$ cat src/hdl/isa_pkg.sv
`default_nettype none

package isa_pkg;

    localparam int XLEN          = 32;
    localparam int REG_COUNT_LOG = 5;

    typedef logic [XLEN-1:0]          data_t;
    typedef logic [REG_COUNT_LOG-1:0] reg_idx_t;
    typedef logic [3:0]               alu_op_t;    // funct7[5] and funct3
    typedef logic [2:0]               branch_op_t; // funct3 of the branch

    typedef enum logic [6:0] {
        OPC_OP     = 7'b0110011,
        OPC_OP_IMM = 7'b0010011,
        OPC_LUI    = 7'b0110111,
        OPC_AUIPC  = 7'b0010111,
        OPC_BRANCH = 7'b1100011
    } opcode_e;

    // R-format view, the other formats reuse its slices
    typedef struct packed {
        logic [6:0] funct7;
        reg_idx_t   rs2;
        reg_idx_t   rs1;
        logic [2:0] funct3;
        reg_idx_t   rd;
        logic [6:0] opcode;
    } instr_fields_t;

    localparam logic [2:0] F3_SLL = 3'b001;
    localparam logic [2:0] F3_SRX = 3'b101;  // SRL and SRA
    localparam alu_op_t    ALU_ADD = 4'b0000;

    function automatic data_t imm_i(input logic [31:0] instr);
        return {{20{instr[31]}}, instr[31:20]};
    endfunction

    function automatic data_t imm_u(input logic [31:0] instr);
        return {instr[31:12], 12'b0};
    endfunction

    function automatic data_t imm_b(input logic [31:0] instr);
        return {{19{instr[31]}}, instr[31], instr[7], instr[30:25], instr[11:8], 1'b0};
    endfunction

    function automatic data_t shamt(input logic [31:0] instr);
        return {27'b0, instr[24:20]};
    endfunction

endpackage

`default_nettype wire

$ cat src/hdl/issue_pkg.sv
`default_nettype none

package issue_pkg;

    localparam int ROB_TAG_BITS = 3;
    localparam int ROB_ENTRIES  = 7;  // Tag 0 is never handed out
    localparam int ALU_RS_DEPTH = 4;
    localparam int BCU_RS_DEPTH = 2;
    localparam int QUEUE_DEPTH  = 4;

    localparam int QUEUE_PTR_BITS  = $clog2(QUEUE_DEPTH);
    localparam int QUEUE_CNT_BITS  = $clog2(QUEUE_DEPTH + 1);
    localparam int ROB_CREDIT_BITS = $clog2(ROB_ENTRIES + 1);
    localparam int ALU_CREDIT_BITS = $clog2(ALU_RS_DEPTH + 1);
    localparam int BCU_CREDIT_BITS = $clog2(BCU_RS_DEPTH + 1);

    typedef logic [ROB_TAG_BITS-1:0] rob_tag_t;  // 0 means value present

    typedef enum logic [1:0] {
        KIND_ALU    = 2'd0,
        KIND_LUI    = 2'd1,
        KIND_BRANCH = 2'd2
    } instr_kind_e;

    typedef struct packed {
        logic [31:0]     instr;
        isa_pkg::data_t  pc;
    } fetch_t;

    typedef struct packed {
        instr_kind_e         kind;
        isa_pkg::alu_op_t    alu_op;
        isa_pkg::branch_op_t branch_op;
        isa_pkg::reg_idx_t   rd;
        isa_pkg::reg_idx_t   rs1;
        isa_pkg::reg_idx_t   rs2;
        logic                use_rs2;
        logic                use_pc_as_rs1;
        isa_pkg::data_t      imm;  // Branch target for branches
        isa_pkg::data_t      pc;
    } decoded_t;

    typedef struct packed {
        logic           valid;
        rob_tag_t       tag;
        isa_pkg::data_t value;
    } cdb_t;

    typedef struct packed {
        isa_pkg::alu_op_t op;
        isa_pkg::data_t   vj;
        isa_pkg::data_t   vk;
        rob_tag_t         qj;
        rob_tag_t         qk;
        rob_tag_t         dest;
    } alu_entry_t;

    typedef struct packed {
        isa_pkg::branch_op_t op;
        isa_pkg::data_t      vj;
        isa_pkg::data_t      vk;
        rob_tag_t            qj;
        rob_tag_t            qk;
        rob_tag_t            dest;
        isa_pkg::data_t      target;
        isa_pkg::data_t      fallthrough;
    } bcu_entry_t;

    typedef struct packed {
        isa_pkg::reg_idx_t dest;
        logic              value_ready;
        isa_pkg::data_t    value;
        logic              is_branch;
        isa_pkg::data_t    pc;
    } rob_entry_t;

    typedef struct packed {
        isa_pkg::reg_idx_t index;
        rob_tag_t          tag;
    } rename_t;

endpackage

`default_nettype wire

$ cat src/hdl/instr_decoder.sv
`timescale 1ns/1ps
`default_nettype none

module instr_decoder (
    input  wire                 clk_in,
    input  wire                 rst,
    input  wire                 fetch_valid,
    input  wire issue_pkg::fetch_t fetch,
    output logic                fetch_ready,
    input  wire                 almost_full,
    output logic                push,
    output issue_pkg::decoded_t item
);
    import isa_pkg::*;
    import issue_pkg::*;

    fetch_t        word_q;
    logic          word_valid;
    instr_fields_t f;
    logic          known;

    // Queue keeps one slot free for the word held here
    assign fetch_ready = !almost_full;

    always_ff @(posedge clk_in) begin
        if (rst) begin
            word_valid <= 1'b0;
        end else begin
            word_valid <= fetch_valid && fetch_ready;
        end
    end

    always_ff @(posedge clk_in) begin
        if (fetch_valid && fetch_ready) begin
            word_q <= fetch;
        end
    end

    assign f = instr_fields_t'(word_q.instr);

    always_comb begin
        item     = '0;
        item.pc  = word_q.pc;
        item.rd  = f.rd;
        item.rs1 = f.rs1;
        known    = 1'b1;
        case (f.opcode)
            OPC_OP: begin
                item.kind    = KIND_ALU;
                item.alu_op  = {f.funct7[5], f.funct3};
                item.rs2     = f.rs2;
                item.use_rs2 = 1'b1;
            end
            OPC_OP_IMM: begin
                item.kind = KIND_ALU;
                if (f.funct3 == F3_SLL || f.funct3 == F3_SRX) begin
                    item.alu_op = {f.funct7[5], f.funct3};  // Bit 3 set for SRAI
                    item.imm    = shamt(word_q.instr);
                end else begin
                    item.alu_op = {1'b0, f.funct3};
                    item.imm    = imm_i(word_q.instr);
                end
            end
            OPC_AUIPC: begin
                item.kind          = KIND_ALU;
                item.alu_op        = ALU_ADD;
                item.rs1           = '0;
                item.use_pc_as_rs1 = 1'b1;
                item.imm           = imm_u(word_q.instr);
            end
            OPC_LUI: begin
                item.kind = KIND_LUI;
                item.rs1  = '0;
                item.imm  = imm_u(word_q.instr);
            end
            OPC_BRANCH: begin
                item.kind      = KIND_BRANCH;
                item.branch_op = f.funct3;
                item.rd        = '0;  // Field holds immediate bits
                item.rs2       = f.rs2;
                item.use_rs2   = 1'b1;
                item.imm       = imm_b(word_q.instr) + word_q.pc;  // Taken target
            end
            default: known = 1'b0;  // Dropped here
        endcase
    end

    assign push = word_valid && known;

endmodule

`default_nettype wire

$ cat src/hdl/decoded_fifo.sv
`timescale 1ns/1ps
`default_nettype none

module decoded_fifo (
    input  wire                    clk_in,
    input  wire                    rst,
    input  wire                    push,
    input  wire issue_pkg::decoded_t item,
    input  wire                    pop,
    output logic                   head_valid,
    output issue_pkg::decoded_t    head,
    output logic                   almost_full
);
    import issue_pkg::*;

    decoded_t                  mem [QUEUE_DEPTH];
    logic [QUEUE_PTR_BITS-1:0] wr_ptr;
    logic [QUEUE_PTR_BITS-1:0] rd_ptr;
    logic [QUEUE_CNT_BITS-1:0] count;
    logic                      do_pop;

    function automatic logic [QUEUE_PTR_BITS-1:0] ptr_next(
        input logic [QUEUE_PTR_BITS-1:0] p
    );
        if (p == QUEUE_PTR_BITS'(QUEUE_DEPTH - 1)) begin
            return '0;
        end
        return p + QUEUE_PTR_BITS'(1);
    endfunction

    assign head_valid  = (count != '0);
    assign head        = mem[rd_ptr];  // First-word fall-through
    assign almost_full = (count >= QUEUE_CNT_BITS'(QUEUE_DEPTH - 1));
    assign do_pop      = pop && head_valid;

    always_ff @(posedge clk_in) begin
        if (rst) begin
            wr_ptr <= '0;
            rd_ptr <= '0;
            count  <= '0;
        end else begin
            if (push) begin  // Room is guaranteed by almost_full
                wr_ptr <= ptr_next(wr_ptr);
            end
            if (do_pop) begin
                rd_ptr <= ptr_next(rd_ptr);
            end
            count <= count + QUEUE_CNT_BITS'(push) - QUEUE_CNT_BITS'(do_pop);
        end
    end

    always_ff @(posedge clk_in) begin
        if (push) begin
            mem[wr_ptr] <= item;
        end
    end

endmodule

`default_nettype wire

$ cat src/hdl/operand_resolver.sv
`timescale 1ns/1ps
`default_nettype none

module operand_resolver (
    input  wire isa_pkg::reg_idx_t   index,
    input  wire issue_pkg::rob_tag_t regfile_tag,
    input  wire isa_pkg::data_t      regfile_data,
    input  wire issue_pkg::cdb_t     cdb,
    input  wire                      last_rename_valid,
    input  wire issue_pkg::rename_t  last_rename,
    input  wire                      last_value_ready,
    input  wire isa_pkg::data_t      last_value,
    output isa_pkg::data_t           value,
    output issue_pkg::rob_tag_t      tag
);

    always_comb begin
        value = '0;
        tag   = '0;
        if (index == '0) begin
            // x0 reads as zero
        end else if (last_rename_valid && last_rename.index == index) begin
            // Register file has not seen the last rename yet
            if (last_value_ready) begin
                value = last_value;
            end else begin
                tag = last_rename.tag;
            end
        end else if (regfile_tag == '0) begin
            value = regfile_data;
        end else if (cdb.valid && cdb.tag == regfile_tag) begin
            value = cdb.value;  // Producer finishing this cycle
        end else begin
            tag = regfile_tag;
        end
    end

endmodule

`default_nettype wire

$ cat src/hdl/dispatch_unit.sv
`timescale 1ns/1ps
`default_nettype none

module dispatch_unit (
    input  wire                      clk_in,
    input  wire                      rst,
    input  wire                      head_valid,
    input  wire issue_pkg::decoded_t head,
    output logic                     pop,
    output isa_pkg::reg_idx_t        rs1_index,
    output isa_pkg::reg_idx_t        rs2_index,
    input  wire issue_pkg::rob_tag_t rs1_tag,
    input  wire isa_pkg::data_t      rs1_data,
    input  wire issue_pkg::rob_tag_t rs2_tag,
    input  wire isa_pkg::data_t      rs2_data,
    input  wire issue_pkg::cdb_t     cdb,
    input  wire                      rob_credit,
    input  wire                      alu_credit,
    input  wire                      bcu_credit,
    output logic                     rename_valid,
    output issue_pkg::rename_t       rename,
    output logic                     rob_valid,
    output issue_pkg::rob_entry_t    rob,
    output logic                     alu_valid,
    output issue_pkg::alu_entry_t    alu,
    output logic                     bcu_valid,
    output issue_pkg::bcu_entry_t    bcu
);
    import isa_pkg::*;
    import issue_pkg::*;

    logic [ROB_CREDIT_BITS-1:0] rob_credits;
    logic [ALU_CREDIT_BITS-1:0] alu_credits;
    logic [BCU_CREDIT_BITS-1:0] bcu_credits;
    rob_tag_t                   next_tag;
    logic                       needs_alu;
    logic                       needs_bcu;
    logic                       can_issue;
    data_t                      rs1_value;
    data_t                      rs2_value;
    rob_tag_t                   rs1_q;
    rob_tag_t                   rs2_q;

    assign rs1_index = head.rs1;
    assign rs2_index = head.rs2;

    operand_resolver u_rs1 (
        .index(rs1_index), .regfile_tag(rs1_tag), .regfile_data(rs1_data), .cdb(cdb),
        .last_rename_valid(rename_valid), .last_rename(rename),
        .last_value_ready(rob.value_ready), .last_value(rob.value),
        .value(rs1_value), .tag(rs1_q)
    );

    operand_resolver u_rs2 (
        .index(rs2_index), .regfile_tag(rs2_tag), .regfile_data(rs2_data), .cdb(cdb),
        .last_rename_valid(rename_valid), .last_rename(rename),
        .last_value_ready(rob.value_ready), .last_value(rob.value),
        .value(rs2_value), .tag(rs2_q)
    );

    assign needs_alu = (head.kind == KIND_ALU);
    assign needs_bcu = (head.kind == KIND_BRANCH);
    assign can_issue = head_valid && rob_credits != '0
                       && (!needs_alu || alu_credits != '0)
                       && (!needs_bcu || bcu_credits != '0);
    assign pop = can_issue;  // Same edge as the issue registers

    always_ff @(posedge clk_in) begin
        if (rst) begin
            rob_credits  <= ROB_CREDIT_BITS'(ROB_ENTRIES);
            alu_credits  <= ALU_CREDIT_BITS'(ALU_RS_DEPTH);
            bcu_credits  <= BCU_CREDIT_BITS'(BCU_RS_DEPTH);
            next_tag     <= rob_tag_t'(1);
            rob_valid    <= 1'b0;
            alu_valid    <= 1'b0;
            bcu_valid    <= 1'b0;
            rename_valid <= 1'b0;
        end else begin
            rob_credits <= rob_credits + ROB_CREDIT_BITS'(rob_credit)
                           - ROB_CREDIT_BITS'(can_issue);
            alu_credits <= alu_credits + ALU_CREDIT_BITS'(alu_credit)
                           - ALU_CREDIT_BITS'(can_issue && needs_alu);
            bcu_credits <= bcu_credits + BCU_CREDIT_BITS'(bcu_credit)
                           - BCU_CREDIT_BITS'(can_issue && needs_bcu);
            if (can_issue) begin  // Tags run 1..7 and skip 0
                next_tag <= (next_tag == rob_tag_t'(ROB_ENTRIES)) ? rob_tag_t'(1)
                                                                 : next_tag + rob_tag_t'(1);
            end
            rob_valid    <= can_issue;
            alu_valid    <= can_issue && needs_alu;
            bcu_valid    <= can_issue && needs_bcu;
            rename_valid <= can_issue && !needs_bcu && head.rd != '0;
        end
    end

    always_ff @(posedge clk_in) begin
        if (can_issue) begin
            alu.op   <= head.alu_op;
            alu.vj   <= head.use_pc_as_rs1 ? head.pc : rs1_value;  // AUIPC
            alu.qj   <= head.use_pc_as_rs1 ? rob_tag_t'(0) : rs1_q;
            alu.vk   <= head.use_rs2 ? rs2_value : head.imm;
            alu.qk   <= head.use_rs2 ? rs2_q : rob_tag_t'(0);
            alu.dest <= next_tag;

            bcu.op          <= head.branch_op;
            bcu.vj          <= rs1_value;
            bcu.vk          <= rs2_value;
            bcu.qj          <= rs1_q;
            bcu.qk          <= rs2_q;
            bcu.dest        <= next_tag;
            bcu.target      <= head.imm;
            bcu.fallthrough <= head.pc + data_t'(4);

            rob.dest        <= needs_bcu ? reg_idx_t'(0) : head.rd;
            rob.value_ready <= (head.kind == KIND_LUI);
            rob.value       <= (head.kind == KIND_LUI) ? head.imm : data_t'(0);
            rob.is_branch   <= needs_bcu;
            rob.pc          <= head.pc;

            rename.index <= head.rd;
            rename.tag   <= next_tag;
        end
    end

endmodule

`default_nettype wire

$ cat src/hdl/issue_stage.sv
`timescale 1ns/1ps
`default_nettype none

module issue_stage (
    input  wire                      clk_in,
    input  wire                      rst,
    input  wire                      fetch_valid,
    input  wire issue_pkg::fetch_t   fetch,
    output logic                     fetch_ready,
    output isa_pkg::reg_idx_t        rs1_index,
    output isa_pkg::reg_idx_t        rs2_index,
    input  wire issue_pkg::rob_tag_t rs1_tag,
    input  wire isa_pkg::data_t      rs1_data,
    input  wire issue_pkg::rob_tag_t rs2_tag,
    input  wire isa_pkg::data_t      rs2_data,
    input  wire issue_pkg::cdb_t     cdb,
    output logic                     rename_valid,
    output issue_pkg::rename_t       rename,
    output logic                     rob_valid,
    output issue_pkg::rob_entry_t    rob,
    output logic                     alu_valid,
    output issue_pkg::alu_entry_t    alu,
    output logic                     bcu_valid,
    output issue_pkg::bcu_entry_t    bcu,
    input  wire                      rob_credit,
    input  wire                      alu_credit,
    input  wire                      bcu_credit
);
    import issue_pkg::*;

    logic     dec_push;
    decoded_t dec_item;
    logic     q_head_valid;
    decoded_t q_head;
    logic     q_pop;
    logic     q_almost_full;

    instr_decoder u_decoder (
        .clk_in(clk_in), .rst(rst), .fetch_valid(fetch_valid), .fetch(fetch),
        .fetch_ready(fetch_ready), .almost_full(q_almost_full),
        .push(dec_push), .item(dec_item)
    );

    decoded_fifo u_queue (
        .clk_in(clk_in), .rst(rst), .push(dec_push), .item(dec_item), .pop(q_pop),
        .head_valid(q_head_valid), .head(q_head), .almost_full(q_almost_full)
    );

    dispatch_unit u_dispatch (
        .clk_in(clk_in), .rst(rst), .head_valid(q_head_valid), .head(q_head), .pop(q_pop),
        .rs1_index(rs1_index), .rs2_index(rs2_index),
        .rs1_tag(rs1_tag), .rs1_data(rs1_data), .rs2_tag(rs2_tag), .rs2_data(rs2_data),
        .cdb(cdb), .rob_credit(rob_credit), .alu_credit(alu_credit), .bcu_credit(bcu_credit),
        .rename_valid(rename_valid), .rename(rename), .rob_valid(rob_valid), .rob(rob),
        .alu_valid(alu_valid), .alu(alu), .bcu_valid(bcu_valid), .bcu(bcu)
    );

endmodule

`default_nettype wire

$ cat config.mk
export PLATFORM = sky130hd
export DESIGN_NAME = issue_stage
export DESIGN_NICKNAME = d
export VERILOG_FILES = /design/src/hdl/isa_pkg.sv /design/src/hdl/issue_pkg.sv /design/src/hdl/instr_decoder.sv /design/src/hdl/decoded_fifo.sv /design/src/hdl/operand_resolver.sv /design/src/hdl/dispatch_unit.sv /design/src/hdl/issue_stage.sv
export SDC_FILE = /design/constraint.sdc
export NUM_CORES = 1
export LEC_CHECK = 0
export BUFFER_PORTS_ARGS = -buffer_cell sky130_fd_sc_hd__clkbuf_2
export CAP_MARGIN = 10
export CORE_MARGIN = 5
export CORE_UTILIZATION = 25
export CTS_BUF_LIST = sky130_fd_sc_hd__clkbuf_8
export DETAILED_ROUTE_END_ITERATION = 10
export HOLD_SLACK_MARGIN = 0.15
export SETUP_SLACK_MARGIN = 0.1
export SKIP_CTS_REPAIR_TIMING = 1
export SLEW_MARGIN = 10
export SYNTH_ARGS = -nofsm -noshare
export SYNTH_HDL_FRONTEND = slang
export SYNTH_SLANG_ARGS = --single-unit
$ cat constraint.sdc
create_clock -name clk_in -period 12.1 [get_ports clk_in]
set_input_delay 0.605 -clock clk_in [delete_from_list [all_inputs] [get_ports clk_in]]
set_output_delay 0.605 -clock clk_in [all_outputs]
set_load 0.02 [all_outputs]
==> reports/qor.yml <==
run_status:
  status: "completed"
logic_synthesis:
  synth_top_family_by_area: "simple AND/OR/NAND/NOR gates"
  yosysSeqAreaShare_pct: 71.2
  synth-simple-area-share_pct: 7.65
  syn-num-nets: 2194
  synth.distinct_cells: 60
  netlist_top_cells_area: "edfxtp_1 (70%), mux4_2 (6.5%), nand2_1 (2.1%)"
  synth_seq_cells: 737
  synth_compound_area_share_pct: 7.25
  syn_inst: 1967
  avgSynthCellArea_sq_um: 15.6
  synth_edf_count: 712
  ys_async_sr_fraction_pct: 0
  yosysWarningCount: 0
  synth-main-ff-cell: "edfxtp_1"
  synth.cell_area_sq_um: 30700
  synth_area_leader_cell: "edfxtp_1"
  synth_top_area_share_pct: 69.5
  synth-xor-area-share_pct: 2.19
  synthAdderAreaFrac_pct: 2.17
  yosys-mux-area-fraction_pct: 6.65
sta:
  worst_pin_slew_ps: 1210
  hold_viol: 0
  min_period_ps: 4560
  setup_tns_ps: 0
  clock_skew_ps: 48.5
  relSlewSlack_pct: 19.2
  setup_viol: 0
  fin_crit_sh_pct: 37.7
  rsz0062_at_grt: "false"
  clock.fmax_ghz: 0.219
  holdWs_ps: 202
  slew_viol_final: 0
detailed_routing:
  vias: 19939
  firstDrtPassIters: 7
  vias_per_cell: 4.64
  drcViolationCount: 0
  wirelength_um: 115000
  wl_per_cell_um: 26.7
  drtIter0Drc: 1887
  postRouteAntennaNets: 0
global_routing:
  gr-usage-met3_pct: 4.91
  gr-usage-met2_pct: 28.7
  grt_overflow_total: 0
  busiest_layer: "met2"
  grt_max_degree: 164
  antenna_found_initial: 20
  grt_first_pass_wirelength_um: 156000
  grtUsageTotal_pct: 17.0
  grt_pass1_vias: 19640
  met1_usage_pct: 20.6
hold_path:
  hold_path_class: "primary input to flip-flop"
  holdCritStartpoint: "bcu_credit"
finish:
  fin_cells: 4296
  area_growth_pct: 23.6
  drive_above_1_share_pct: 31.0
  utilization_pct: 31.1
  nets: 2780
floorplanning:
  start_util_pct: 25.2
  die_w_um: 361
  boundaryPins: 487
  dieHeight_um: 361
  die-area_sq_um: 130000
  core_area_sq_um: 122000
  core.rowCount: 128
cts:
  numCtsBuffers: 135
  cts.sinks: 737
  cts_tree: "built"
  htree_levels: 4
  insertion_delay_ps: 810
  clockRootBuffer: "clkbuf_8"
  cts.clk_slew.worst_paths_ps: 60
  clk_path_buf_depth: 3
power_and_ir_drop:
  p_leak_nw: 14.2
  powerDensity_nw_per_um2: 256
  ir_drop_mv: 0.248
critical_path:
  critPathKind: "flip-flop to flip-flop"
  cp_max_fo: 70
  required_ps: 12600
  cp.arrival_ps: 5060
  worstSetupEndpointType: "flip-flop"
  cp-start-kind: "flip-flop"
placement:
  place_hpwl_um: 83500
  placed_cells: 3975
  gp_congestion: 0.862
  port_buffers: 486
run:
  cap_violations: 0
path summary, 6_finish.rpt:
check | end | slack (ps) | depth (start not counted)
setup reg to reg | u_dispatch.alu[64] | 7540 | 9
hold reg to reg | u_dispatch.rename[2] | 470 | 0
hold / removal | u_dispatch.bcu_credits[0] | 200 | 3
setup / recovery | u_dispatch.alu[64] | 7540 | 9
where the power goes:
group / internal, mW / total [mW] / switching (mW)
Sequential: 3.70 / 4.22 / 0.525
Clock: 1.14 / 2.27 / 1.13
Combinational: 0.915 / 3.24 / 2.32
Total: 5.76 / 9.73 / 3.98
flip-flops by register name, indices dropped and copies added, names as in the netlist, 3 cells and up, named ones only:
signal / cells
u_queue.mem: 360
u_dispatch.bcu: 135
u_dispatch.rob_credits: 3
u_dispatch.alu_credits: 3
u_dispatch.rob: 71
u_decoder.item: 32
u_dispatch.next_tag: 3
u_dispatch.rename: 8
u_decoder.f: 32
u_queue.count: 3
u_dispatch.alu: 74
layer usage:
layer  wire (um)  vias to the layer above
li1            -                     8741
met1       44900                    10114
met2       56800                      899
met3        8750                      179
met4        3990                        6
met5          36                        -
placed cells by master (no fill, tap or decap), types with 19 or more instances in the layout:
cell type	count
edfxtp_1	712
clkbuf_2	486
nand2_1	169
clkbuf_8	136
nor2_1	111
a21oi_1	110
mux4_2	89
inv_1	78
nand3_1	71
a31oi_1	70
dlygate4sd3_1	66
and2_1	55
xnor2_1	49
o31ai_1	48
ha_1	47
clkinv_1	34
o21ai_0	31
xor2_1	28
buf_4	27
a21o_1	23
dfxtp_1	23
nor3_1	19
o31ai_2	19
cell type report:
class	instances	area, sq um
diodes	11	27.5
well taps	1625	2030
clock inverters	108	674
repair buffers	580	3320
flip-flops and latches	737	21900
fillers	12271	84000
inverters	41	161
clock buffers	136	1870
multi-input cells	1058	8030
synth_stat cells (11+ instances only):
library cell and n:
o21ai_0 31, and2_1 60, xnor2_1 49, buf_2 18, clkbuf_1 68, o31ai_1 48, mux4_2 89, inv_1 40
a31oi_1 70, o31ai_2 19, buf_4 30, xor2_1 28, a21oi_1 110, nor2b_1 17, nor3_1 23, edfxtp_1 712
ha_1 47, buf_6 11, nor3b_1 11, dfxtp_1 25, nand3_1 71, nand2_1 169, a21o_1 23, nor2_1 112
through the flow:
stage	cell area, sq um	setup slack (ps)	total power [mW]
after floorplan	30700	2610	6.12
after global placement	34800	7470	7.56
after detailed placement	34800	7450	7.57
after CTS	37300	7440	9.88
after global routing	38000	7210	10.2
final	38000	7540	9.73
cell families (layout without fill, tap and decap cells):
kind of cell    after synthesis  after routing
fa+ha+maj                    51             51
simple gates                503            503
buf+inv                     172            865
mux                          93             93
xor+xnor                     77             77
flops                       737            737
other cells                   0             11
compound gates              334            334
worst max-delay path, stage by stage, from the launching register on:
cell     delay, ps
dfxtp_4        630
buf_4          760
mux4_2         670
xor2_1         170
nor4_1         270
and3_2         310
buf_4          600
a21oi_1         80
a31oi_1        550
o31ai_1        150
(Power assumes the default switching activity.)
